## config.mk

```make
export PLATFORM = sky130hd
export DESIGN_NAME = task_injector
export DESIGN_NICKNAME = d
export VERILOG_FILES = /design/src/rtl/ti_pkg.sv /design/src/rtl/noc_receiver.sv /design/src/rtl/task_header_builder.sv /design/src/rtl/packet_sender.sv /design/src/rtl/injector_ctrl.sv /design/src/rtl/task_injector.sv
export SDC_FILE = /design/constraint.sdc
export NUM_CORES = 2
export LEC_CHECK = 0
export ABC_AREA = 0
export BUFFER_PORTS_ARGS = -buffer_cell sky130_fd_sc_hd__buf_4
export CAP_MARGIN = 20
export CORE_UTILIZATION = 63
export CTS_CLUSTER_DIAMETER = 150
export CTS_CLUSTER_SIZE = 14
export DETAILED_ROUTE_END_ITERATION = 10
export HOLD_SLACK_MARGIN = 0.05
export PLACE_DENSITY_LB_ADDON = 0.12
export RECOVER_POWER = 100
export SLEW_MARGIN = 40
export SYNTH_ARGS = -nofsm -noshare
export SYNTH_HDL_FRONTEND = slang
export SYNTH_HIERARCHICAL = 1
export SYNTH_SLANG_ARGS = --single-unit
```

## constraint.sdc

```tcl
create_clock -name clk_i -period 7.3 [get_ports clk_i]
set_input_delay 1.46 -clock clk_i [delete_from_list [all_inputs] [get_ports clk_i]]
set_output_delay 1.46 -clock clk_i [all_outputs]
set_load 0.02 [all_outputs]
```

## src/rtl/ti_pkg.sv

```systemverilog
package ti_pkg;

    localparam int FLIT_W = 32;

    typedef logic [FLIT_W-1:0] flit_t;      // NoC flit or source word

    // Every packet starts with the same fixed header
    localparam int HEADER_SIZE = 13;

    typedef logic [3:0] hdr_idx_t;          // Counts 0 to HEADER_SIZE
    typedef logic [7:0] task_idx_t;
    typedef logic [7:0] app_id_t;

    // Service codes in header flit 2
    localparam flit_t MESSAGE_DELIVERY = 32'h0000_0001;
    localparam flit_t TASK_ALLOCATION  = 32'h0000_0040;

    // Delivery codes in payload word 0
    localparam flit_t APP_ALLOCATION_REQUEST = 32'h0000_0240;
    localparam flit_t APP_MAPPING_COMPLETE   = 32'h0000_0241;

    // Text, data, bss, entry point
    localparam int SIZE_WORDS = 4;

endpackage

```

## src/rtl/noc_receiver.sv

```systemverilog
module noc_receiver #(
    parameter int MAX_PAYLOAD = 32
) (
    input  logic              clk_i,
    input  logic              rst_ni,
    input  logic              noc_rx_i,
    input  ti_pkg::flit_t     noc_data_i,
    input  ti_pkg::task_idx_t target_sel_i,
    output logic              noc_credit_o,
    output logic              alloc_o,
    output logic              complete_o,
    output ti_pkg::app_id_t   app_id_o,
    output ti_pkg::flit_t     target_addr_o
);

    localparam int IDX_W = $clog2(MAX_PAYLOAD);

    ti_pkg::hdr_idx_t hdr_cnt_q;
    ti_pkg::flit_t    pay_cnt_q;
    ti_pkg::flit_t    len_q, svc_q, code_q;
    ti_pkg::flit_t    tbl_q [MAX_PAYLOAD];    // Payload words of the last allocation
    logic             dec_q, alloc_q, cmpl_q;

    ti_pkg::flit_t pay_len, word0;
    logic          xfer, in_pay, is_dlv, last_hdr, last_pay, pkt_end, pay_wr;

    assign xfer    = noc_rx_i && noc_credit_o;
    assign in_pay  = hdr_cnt_q == ti_pkg::hdr_idx_t'(ti_pkg::HEADER_SIZE);
    assign is_dlv  = svc_q == ti_pkg::MESSAGE_DELIVERY;
    assign pay_len = len_q - ti_pkg::flit_t'(ti_pkg::HEADER_SIZE - 2);

    // Header-only packet ends on flit 12
    assign last_hdr = hdr_cnt_q == ti_pkg::hdr_idx_t'(ti_pkg::HEADER_SIZE - 1)
                      && len_q == ti_pkg::flit_t'(ti_pkg::HEADER_SIZE - 2);
    assign last_pay = in_pay && pay_cnt_q == pay_len - 1'b1;
    assign pkt_end  = xfer && (last_hdr || last_pay);

    // Single-word payload ends on word 0 itself
    assign word0 = (in_pay && pay_cnt_q == '0) ? noc_data_i : code_q;

    assign pay_wr = xfer && in_pay && pay_cnt_q != '0
                    && pay_cnt_q < ti_pkg::flit_t'(MAX_PAYLOAD)
                    && is_dlv && code_q == ti_pkg::APP_ALLOCATION_REQUEST;

    always_ff @(posedge clk_i or negedge rst_ni) begin
        if (!rst_ni) begin
            hdr_cnt_q <= '0;
            pay_cnt_q <= '0;
            dec_q     <= 1'b0;
            alloc_q   <= 1'b0;
            cmpl_q    <= 1'b0;
        end else begin
            dec_q   <= pkt_end;
            alloc_q <= pkt_end && !last_hdr && is_dlv && word0 == ti_pkg::APP_ALLOCATION_REQUEST;
            cmpl_q  <= pkt_end && !last_hdr && is_dlv && word0 == ti_pkg::APP_MAPPING_COMPLETE;
            if (pkt_end) begin
                hdr_cnt_q <= '0;
                pay_cnt_q <= '0;
            end else if (xfer) begin
                if (!in_pay)
                    hdr_cnt_q <= hdr_cnt_q + 1'b1;
                else
                    pay_cnt_q <= pay_cnt_q + 1'b1;   // Runs past MAX_PAYLOAD unstored
            end
        end
    end

    always_ff @(posedge clk_i) begin
        if (xfer && hdr_cnt_q == 4'd1)
            len_q <= noc_data_i;
        if (xfer && hdr_cnt_q == 4'd2)
            svc_q <= noc_data_i;
        if (xfer && in_pay && pay_cnt_q == '0)
            code_q <= noc_data_i;
        if (pay_wr)
            tbl_q[pay_cnt_q[IDX_W-1:0]] <= noc_data_i;
    end

    assign noc_credit_o = !dec_q;     // Low in the decode cycle
    assign alloc_o      = alloc_q;
    assign complete_o   = cmpl_q;
    assign app_id_o     = tbl_q[1][7:0];

    always_comb begin
        if (int'(target_sel_i) < MAX_PAYLOAD)
            target_addr_o = tbl_q[target_sel_i[IDX_W-1:0]];
        else
            target_addr_o = '0;
    end

    // Word 0 must have arrived in an earlier cycle of the payload phase
    a_pay_after_hdr: assert property (@(posedge clk_i) disable iff (!rst_ni)
        pay_wr |-> $past(hdr_cnt_q) == ti_pkg::hdr_idx_t'(ti_pkg::HEADER_SIZE));

endmodule

```

## src/rtl/task_header_builder.sv

```systemverilog
module task_header_builder #(
    parameter ti_pkg::flit_t MAPPER_ADDRESS = '0
) (
    input  logic              clk_i,
    input  logic              rst_ni,
    input  logic              start_task_i,
    input  ti_pkg::task_idx_t task_i,
    input  ti_pkg::app_id_t   app_id_i,
    input  ti_pkg::flit_t     target_addr_i,
    input  logic              src_rx_i,
    input  ti_pkg::flit_t     src_data_i,
    input  logic              src_credit_i,
    input  ti_pkg::hdr_idx_t  hdr_idx_i,
    output ti_pkg::task_idx_t target_sel_o,
    output logic              sizes_done_o,
    output ti_pkg::flit_t     code_len_o,
    output ti_pkg::flit_t     hdr_flit_o
);

    ti_pkg::flit_t sizes_q [ti_pkg::SIZE_WORDS];   // Text, data, bss, entry
    logic [2:0]    cnt_q;
    logic          take;

    assign sizes_done_o = cnt_q == 3'(ti_pkg::SIZE_WORDS);
    assign take         = src_rx_i && src_credit_i && !sizes_done_o;

    // Full after reset so that the task count is not taken as a size
    always_ff @(posedge clk_i or negedge rst_ni) begin
        if (!rst_ni)
            cnt_q <= 3'(ti_pkg::SIZE_WORDS);
        else if (start_task_i)
            cnt_q <= '0;
        else if (take)
            cnt_q <= cnt_q + 1'b1;
    end

    always_ff @(posedge clk_i) begin
        if (take)
            sizes_q[cnt_q[1:0]] <= src_data_i;
    end

    assign code_len_o   = (sizes_q[0] + sizes_q[1]) >> 2;   // Bytes to words
    assign target_sel_o = task_i + 8'd2;                    // Payload words 2 and up

    always_comb begin
        case (hdr_idx_i)
            4'd0:    hdr_flit_o = target_addr_i;
            4'd1:    hdr_flit_o = code_len_o + ti_pkg::flit_t'(ti_pkg::HEADER_SIZE - 2);
            4'd2:    hdr_flit_o = ti_pkg::TASK_ALLOCATION;
            4'd3:    hdr_flit_o = {{(ti_pkg::FLIT_W - 16){1'b0}}, app_id_i, task_i};
            4'd4:    hdr_flit_o = MAPPER_ADDRESS;
            4'd9:    hdr_flit_o = sizes_q[1];
            4'd10:   hdr_flit_o = sizes_q[0];
            4'd11:   hdr_flit_o = sizes_q[2];
            4'd12:   hdr_flit_o = sizes_q[3];
            default: hdr_flit_o = '0;
        endcase
    end

endmodule

```

## src/rtl/packet_sender.sv

```systemverilog
module packet_sender (
    input  logic             clk_i,
    input  logic             rst_ni,
    input  logic             send_start_i,
    input  logic             size_accept_i,
    input  ti_pkg::flit_t    hdr_flit_i,
    input  ti_pkg::flit_t    code_len_i,
    input  logic             noc_credit_i,
    input  logic             src_rx_i,
    input  ti_pkg::flit_t    src_data_i,
    output ti_pkg::hdr_idx_t hdr_idx_o,
    output logic             noc_tx_o,
    output ti_pkg::flit_t    noc_data_o,
    output logic             src_credit_o,
    output logic             send_done_o
);

    typedef enum logic [1:0] {
        IDLE,
        HEADER,
        CODE
    } state_t;

    state_t           state_q;
    ti_pkg::hdr_idx_t idx_q;
    ti_pkg::flit_t    code_cnt_q;
    logic             done_q;
    logic             hdr_last, code_xfer;

    assign hdr_last  = idx_q == ti_pkg::hdr_idx_t'(ti_pkg::HEADER_SIZE - 1);
    assign code_xfer = state_q == CODE && src_rx_i && noc_credit_i;

    always_ff @(posedge clk_i or negedge rst_ni) begin
        if (!rst_ni) begin
            state_q    <= IDLE;
            idx_q      <= '0;
            code_cnt_q <= '0;
            done_q     <= 1'b0;
        end else begin
            done_q <= 1'b0;
            case (state_q)
                IDLE: if (send_start_i) begin
                    state_q <= HEADER;
                    idx_q   <= '0;
                end
                HEADER: if (noc_credit_i) begin
                    if (!hdr_last) begin
                        idx_q <= idx_q + 1'b1;
                    end else if (code_len_i == '0) begin
                        state_q <= IDLE;     // No code words to forward
                        done_q  <= 1'b1;
                    end else begin
                        state_q    <= CODE;
                        code_cnt_q <= '0;
                    end
                end
                CODE: if (code_xfer) begin
                    code_cnt_q <= code_cnt_q + 1'b1;
                    if (code_cnt_q == code_len_i - 1'b1) begin
                        state_q <= IDLE;
                        done_q  <= 1'b1;
                    end
                end
                default: state_q <= IDLE;
            endcase
        end
    end

    assign hdr_idx_o    = idx_q;
    assign send_done_o  = done_q;
    assign noc_tx_o     = state_q == HEADER || (state_q == CODE && src_rx_i);
    assign noc_data_o   = (state_q == CODE) ? src_data_i : hdr_flit_i;
    assign src_credit_o = (state_q == CODE) ? noc_credit_i : size_accept_i;

    a_hold_data: assert property (@(posedge clk_i) disable iff (!rst_ni)
        noc_tx_o && !noc_credit_i |=> $stable(noc_data_o));

endmodule

```

## src/rtl/injector_ctrl.sv

```systemverilog
module injector_ctrl (
    input  logic              clk_i,
    input  logic              rst_ni,
    input  logic              src_rx_i,
    input  ti_pkg::flit_t     src_data_i,
    input  logic              alloc_i,
    input  logic              complete_i,
    input  logic              sizes_done_i,
    input  logic              send_done_i,
    output logic              start_task_o,
    output ti_pkg::task_idx_t task_o,
    output logic              send_start_o,
    output logic              size_accept_o
);

    typedef enum logic [2:0] {
        IDLE,
        WAIT_ALLOC,
        LOAD_SIZES,
        SEND_TASK,
        WAIT_COMPLETE
    } state_t;

    state_t            state_q, state_d;
    ti_pkg::task_idx_t count_q, task_q;
    logic              last_task;

    assign last_task = task_q == count_q - 8'd1;

    always_comb begin
        state_d = state_q;
        case (state_q)
            IDLE:          if (src_rx_i) state_d = WAIT_ALLOC;      // Task count taken
            WAIT_ALLOC:    if (alloc_i) state_d = LOAD_SIZES;
            LOAD_SIZES:    if (sizes_done_i) state_d = SEND_TASK;
            SEND_TASK: begin
                if (send_done_i)
                    state_d = last_task ? WAIT_COMPLETE : LOAD_SIZES;
            end
            WAIT_COMPLETE: if (complete_i) state_d = IDLE;
            default:       state_d = IDLE;
        endcase
    end

    always_ff @(posedge clk_i or negedge rst_ni) begin
        if (!rst_ni) begin
            state_q <= IDLE;
            count_q <= '0;
            task_q  <= '0;
        end else begin
            state_q <= state_d;
            if (state_q == IDLE && src_rx_i) begin
                count_q <= src_data_i[7:0];
                task_q  <= '0;
            end else if (state_q == SEND_TASK && send_done_i && !last_task) begin
                task_q <= task_q + 1'b1;
            end
        end
    end

    assign start_task_o = (state_q == WAIT_ALLOC && alloc_i)
                          || (state_q == SEND_TASK && send_done_i && !last_task);
    assign send_start_o = state_q == LOAD_SIZES && sizes_done_i;
    // Source held off once the four sizes are in, the next word is code
    assign size_accept_o = state_q == IDLE || (state_q == LOAD_SIZES && !sizes_done_i);
    assign task_o        = task_q;

    a_count_nonzero: assert property (@(posedge clk_i) disable iff (!rst_ni)
        state_q == IDLE && src_rx_i |=> count_q != '0);

endmodule

```

## src/rtl/task_injector.sv

```systemverilog
module task_injector #(
    parameter ti_pkg::flit_t MAPPER_ADDRESS = 32'h0000_0000,
    parameter int            MAX_PAYLOAD    = 32
) (
    input  logic          clk_i,
    input  logic          rst_ni,
    input  logic          src_rx_i,
    input  ti_pkg::flit_t src_data_i,
    output logic          src_credit_o,
    output logic          noc_tx_o,
    output ti_pkg::flit_t noc_data_o,
    input  logic          noc_credit_i,
    input  logic          noc_rx_i,
    input  ti_pkg::flit_t noc_data_i,
    output logic          noc_credit_o
);

    logic              alloc, complete, start_task, sizes_done;
    logic              send_start, size_accept, send_done;
    ti_pkg::task_idx_t task_num, target_sel;
    ti_pkg::app_id_t   app_id;
    ti_pkg::flit_t     target_addr, hdr_flit, code_len;
    ti_pkg::hdr_idx_t  hdr_idx;

    noc_receiver #(
        .MAX_PAYLOAD(MAX_PAYLOAD)
    ) u_receiver (
        .clk_i, .rst_ni, .noc_rx_i, .noc_data_i,
        .target_sel_i (target_sel),
        .noc_credit_o,
        .alloc_o      (alloc),
        .complete_o   (complete),
        .app_id_o     (app_id),
        .target_addr_o(target_addr)
    );

    injector_ctrl u_ctrl (
        .clk_i, .rst_ni, .src_rx_i, .src_data_i,
        .alloc_i      (alloc),
        .complete_i   (complete),
        .sizes_done_i (sizes_done),
        .send_done_i  (send_done),
        .start_task_o (start_task),
        .task_o       (task_num),
        .send_start_o (send_start),
        .size_accept_o(size_accept)
    );

    task_header_builder #(
        .MAPPER_ADDRESS(MAPPER_ADDRESS)
    ) u_builder (
        .clk_i, .rst_ni, .src_rx_i, .src_data_i,
        .start_task_i (start_task),
        .task_i       (task_num),
        .app_id_i     (app_id),
        .target_addr_i(target_addr),
        .src_credit_i (src_credit_o),
        .hdr_idx_i    (hdr_idx),
        .target_sel_o (target_sel),
        .sizes_done_o (sizes_done),
        .code_len_o   (code_len),
        .hdr_flit_o   (hdr_flit)
    );

    packet_sender u_sender (
        .clk_i, .rst_ni, .noc_credit_i, .src_rx_i, .src_data_i,
        .send_start_i (send_start),
        .size_accept_i(size_accept),
        .hdr_flit_i   (hdr_flit),
        .code_len_i   (code_len),
        .hdr_idx_o    (hdr_idx),
        .noc_tx_o, .noc_data_o, .src_credit_o,
        .send_done_o  (send_done)
    );

endmodule

```

==> run metrics <==
status=finished, violations left; failing checks=capacitance limit, slew limit; CTS H-tree depth=3; Die ar.=0.0935 mm^2; DIE HEIGHT=slightly above 300 um; fraction of layout cells with a size suffix above 1=0.175; adder-cell area share of the yosys netlist=0.0118; multiplexer share of the synthesized area=0.140; CTS Sinks=1,348; DR top layer=met5; Die Wd=a little over 300 um; Core Box Area=0.0915 mm^2; via count=between 30,000 and 40,000; max-slew violations=1,735; clock skew=53.3 ps; hold buffers post-CTS=0; dpl cell area=0.0613 mm^2; Util after Layout=0.689; critical-path cell list=buf_4 -> mux4_2 -> mux4_2 -> mux2i_1 -> nor2_1 -> a222oi_1 -> o211ai_1 -> mux2_2 -> clkbuf_1; antenna violations before repair=4; Synth Area in Compound Gates=0.0440; Detailed Route Iter0 Violations=3,928; Area contributors post-synth=edfxtp_1, mux4_2, dfrtp_1, xnor2_1, nor2_1; net switching share of the total power=0.268; crit-path max cell delay=1100 ps; most frequent CP cell=mux4_2; Post-Synthesis Cell Area=slightly below 0.06 mm^2; Bufs on Longest Clock Path=3; Comb pwr share=0.172; clock share of power=0.309; TritonRoute pass-1 iters=7; first-pass GRT wire length=217 mm; Post-CTS Setup Bufs=0; initial cell density of the core=0.635; Final Cell Area=0.0631 mm^2; worst slew pin tran=3060 ps; worst hold path type=flop to flop; Inserted Clock Buffers=106; largest family of logic cells by synthesized area=multiplexers; Final nets=3,649; Setup crit end kind=output pin; met3 wire len=13.3 mm; Final Hold Vio Count=0; WP data required=5840 ps; DR DRC count=0; fmax=146 MHz; sequential share of the synthesized area=0.688; Pleak=0.0201 uW; Routed Antenna Nets=0; most frequent cells in the layout=edfxtp_1, mux4_2, nor2_1, clkbuf_1, nand2_1; critical path type=flop to output pin; io pins=104; xor and xnor area share after synthesis=0.0312; CTS tree=yes; post-synthesis area per instance=17.4 um^2; Root Driver=clkbuf_16; GRT overflow=0; Yosys top cell area share=0.645; Fill cells=5,944; synthesis warning total=6; crit path launch type=flop; pwr dens=roughly 270 mW/mm^2; Setup TNS=0 ps; met2 wire len=between 70 and 80 mm; top_reg_cell synth=edfxtp_1; Yosys reg bits=1,348; # Max-Cap Violations=63; Slowest-stage cell, CP=dfrtp_2; CP arrival=5390 ps; Resized Gates After CTS=0; Top delay family on crit path=multiplexers; worst path bufs/invs=2; Seq pwr share=0.520; Net Sw Power=4520 uW; ys async rst share=0.0742; post-synth cell types=120; All-Layer GR Usage=0.323; number of global-route vias before repair=between 30,000 and 40,000; final cycle utilization of the critical path=0.938; Yosys top cell by area=edfxtp_1; final WL=149 mm; Skew-Pair Late Insertion Delay=740 ps; Worst-path clk slew=~70 ps; drt via density=~7.0; Pwr Total=about 17,000 uW; EDFF count, synth=1,248; half-perimeter wire length after placement=94.7 mm; Slew headroom=-1.04; VDD IR max=0.247 mV; final RePlAce weighted congestion=0.885; most common cell after layout, fill and taps aside=edfxtp_1; Gate Count Post-Synth=3,341; Metal-1 WL=~58 mm; RSZ-0062 raised after global routing=no; Setup-failing EPs final=0; Internal=12,400 uW; final worst path period need=6850 ps; Post-Synth Simple-Gate Area=0.0697; PortBufs=103; num rows=111; area added between synthesis and finish=8.52%; largest net degree at the start of global routing=86; crit path max fanout=36; Routed wire per std cell=31.5 um
routing by layer:
metal  vias to the layer above  GRT usage
li1                      13800          -
met1                     17300      0.457
met2                      1846      0.512
met3                       289     0.0532
met4                         2      0.122
met5                         -          0
cell type report:
type                       instances  area [um^2]  share of cell area
sequential                      1348        40000               0.634
multi-input combinational       1813        17500               0.277
clock buffer                     123         2740              0.0434
tap                             1186         1480              0.0235
timing repair buffer             211         1100              0.0174
inverter                          45          176             0.00280
clock inverter                     7          156             0.00248
antenna                            3         7.51            0.000119
sequential cells by signal, indices dropped and copies added (netlist names), 2 cells and up:
signal                cells
u_ctrl/state_q            3
u_ctrl/count_q            8
u_sender/hdr_idx_o        4
u_receiver/svc_q         32
u_receiver/code_q        32
u_receiver/pay_cnt_q     32
u_builder/sizes_q       128
u_ctrl/task_o             8
u_builder/cnt_q           3
u_receiver/tbl_q       1024
u_receiver/len_q         32
u_sender/state_q          2
u_sender/code_cnt_q      32
u_receiver/hdr_cnt_q      4
worst register-to-register path, stage by stage (launching register included):
cell	delay, ps
edfxtp_1	400
ha_1	520
and4_1	310
o221a_1	380
a211oi_2	200
o21ai_0	450
a41oi_1	270
o21bai_1	260
a21oi_1	120
xnor2_1	230
or4_1	520
or4_1	420
nor4_1	660
o21ai_0	260
nand3_1	570
nor2_1	90
clkbuf_1	510
a21oi_1	290
cells by family after synthesis:
logic type,Yosys count
simple gates,769
fa+ha+maj,55
compound gates,345
xor+xnor,204
flops,1348
mux,406
buf+inv,212
other cells,2
power groups by stage:
stage	clock, uW	combinational, uW	sequential (uW)
2_1_floorplan	0	1880	8860
3_3_place_gp	0	2870	8920
3_5_place_dp	0	2950	8940
4_1_cts	5290	2970	8770
5_1_grt	5520	3060	8800
6_report	5220	2900	8790
worst paths after layout:
path / from / end / slack, ps / cells after the start
min in group asynchronous: rst_ni / u_receiver/pay_cnt_q[29] / 1020 / 1
max in group asynchronous: rst_ni / u_ctrl/task_o[0] / 4890 / 2
min reg2reg: u_ctrl/count_q[6] / u_ctrl/count_q[6] / 540 / 2
min: u_ctrl/count_q[6] / u_ctrl/count_q[6] / 540 / 2
max reg2reg: u_builder/sizes_q[0][4] / u_sender/code_cnt_q[24] / 760 / 17
max: u_ctrl/task_o[0] / noc_data_o[18] / 450 / 9
synth_stat cells, drive strengths merged, types with 11 or more instances:
| cell type | n |
|---|---|
| a222oi | 16 |
| dfrtp | 99 |
| a211oi | 12 |
| nor3 | 55 |
| mux2i | 47 |
| and3 | 22 |
| nand2 | 150 |
| buf | 65 |
| a21oi | 52 |
| mux4 | 320 |
| or3 | 28 |
| xnor2 | 112 |
| inv | 45 |
| clkbuf | 102 |
| mux2 | 39 |
| a22oi | 48 |
| and2 | 12 |
| or4 | 14 |
| a221oi | 18 |
| o211ai | 22 |
| xor2 | 92 |
| nor2 | 216 |
| and4 | 11 |
| nand3 | 64 |
| a21o | 16 |
| nor2b | 12 |
| o21ai | 62 |
| edfxtp | 1248 |
| nor4 | 57 |
| ha | 55 |
| nand2b | 17 |
| nand4 | 56 |
metrics by stage:
stage	std cells	hold slack, ps	worst slack (ps)
CTS	4732	533	646
finish	4736	537	455
floorplan	3373	462	1740
global route	4733	568	176
detailed placement	4602	512	1360
global placement	4584	498	1050
Power figures use the tool's default switching activity.
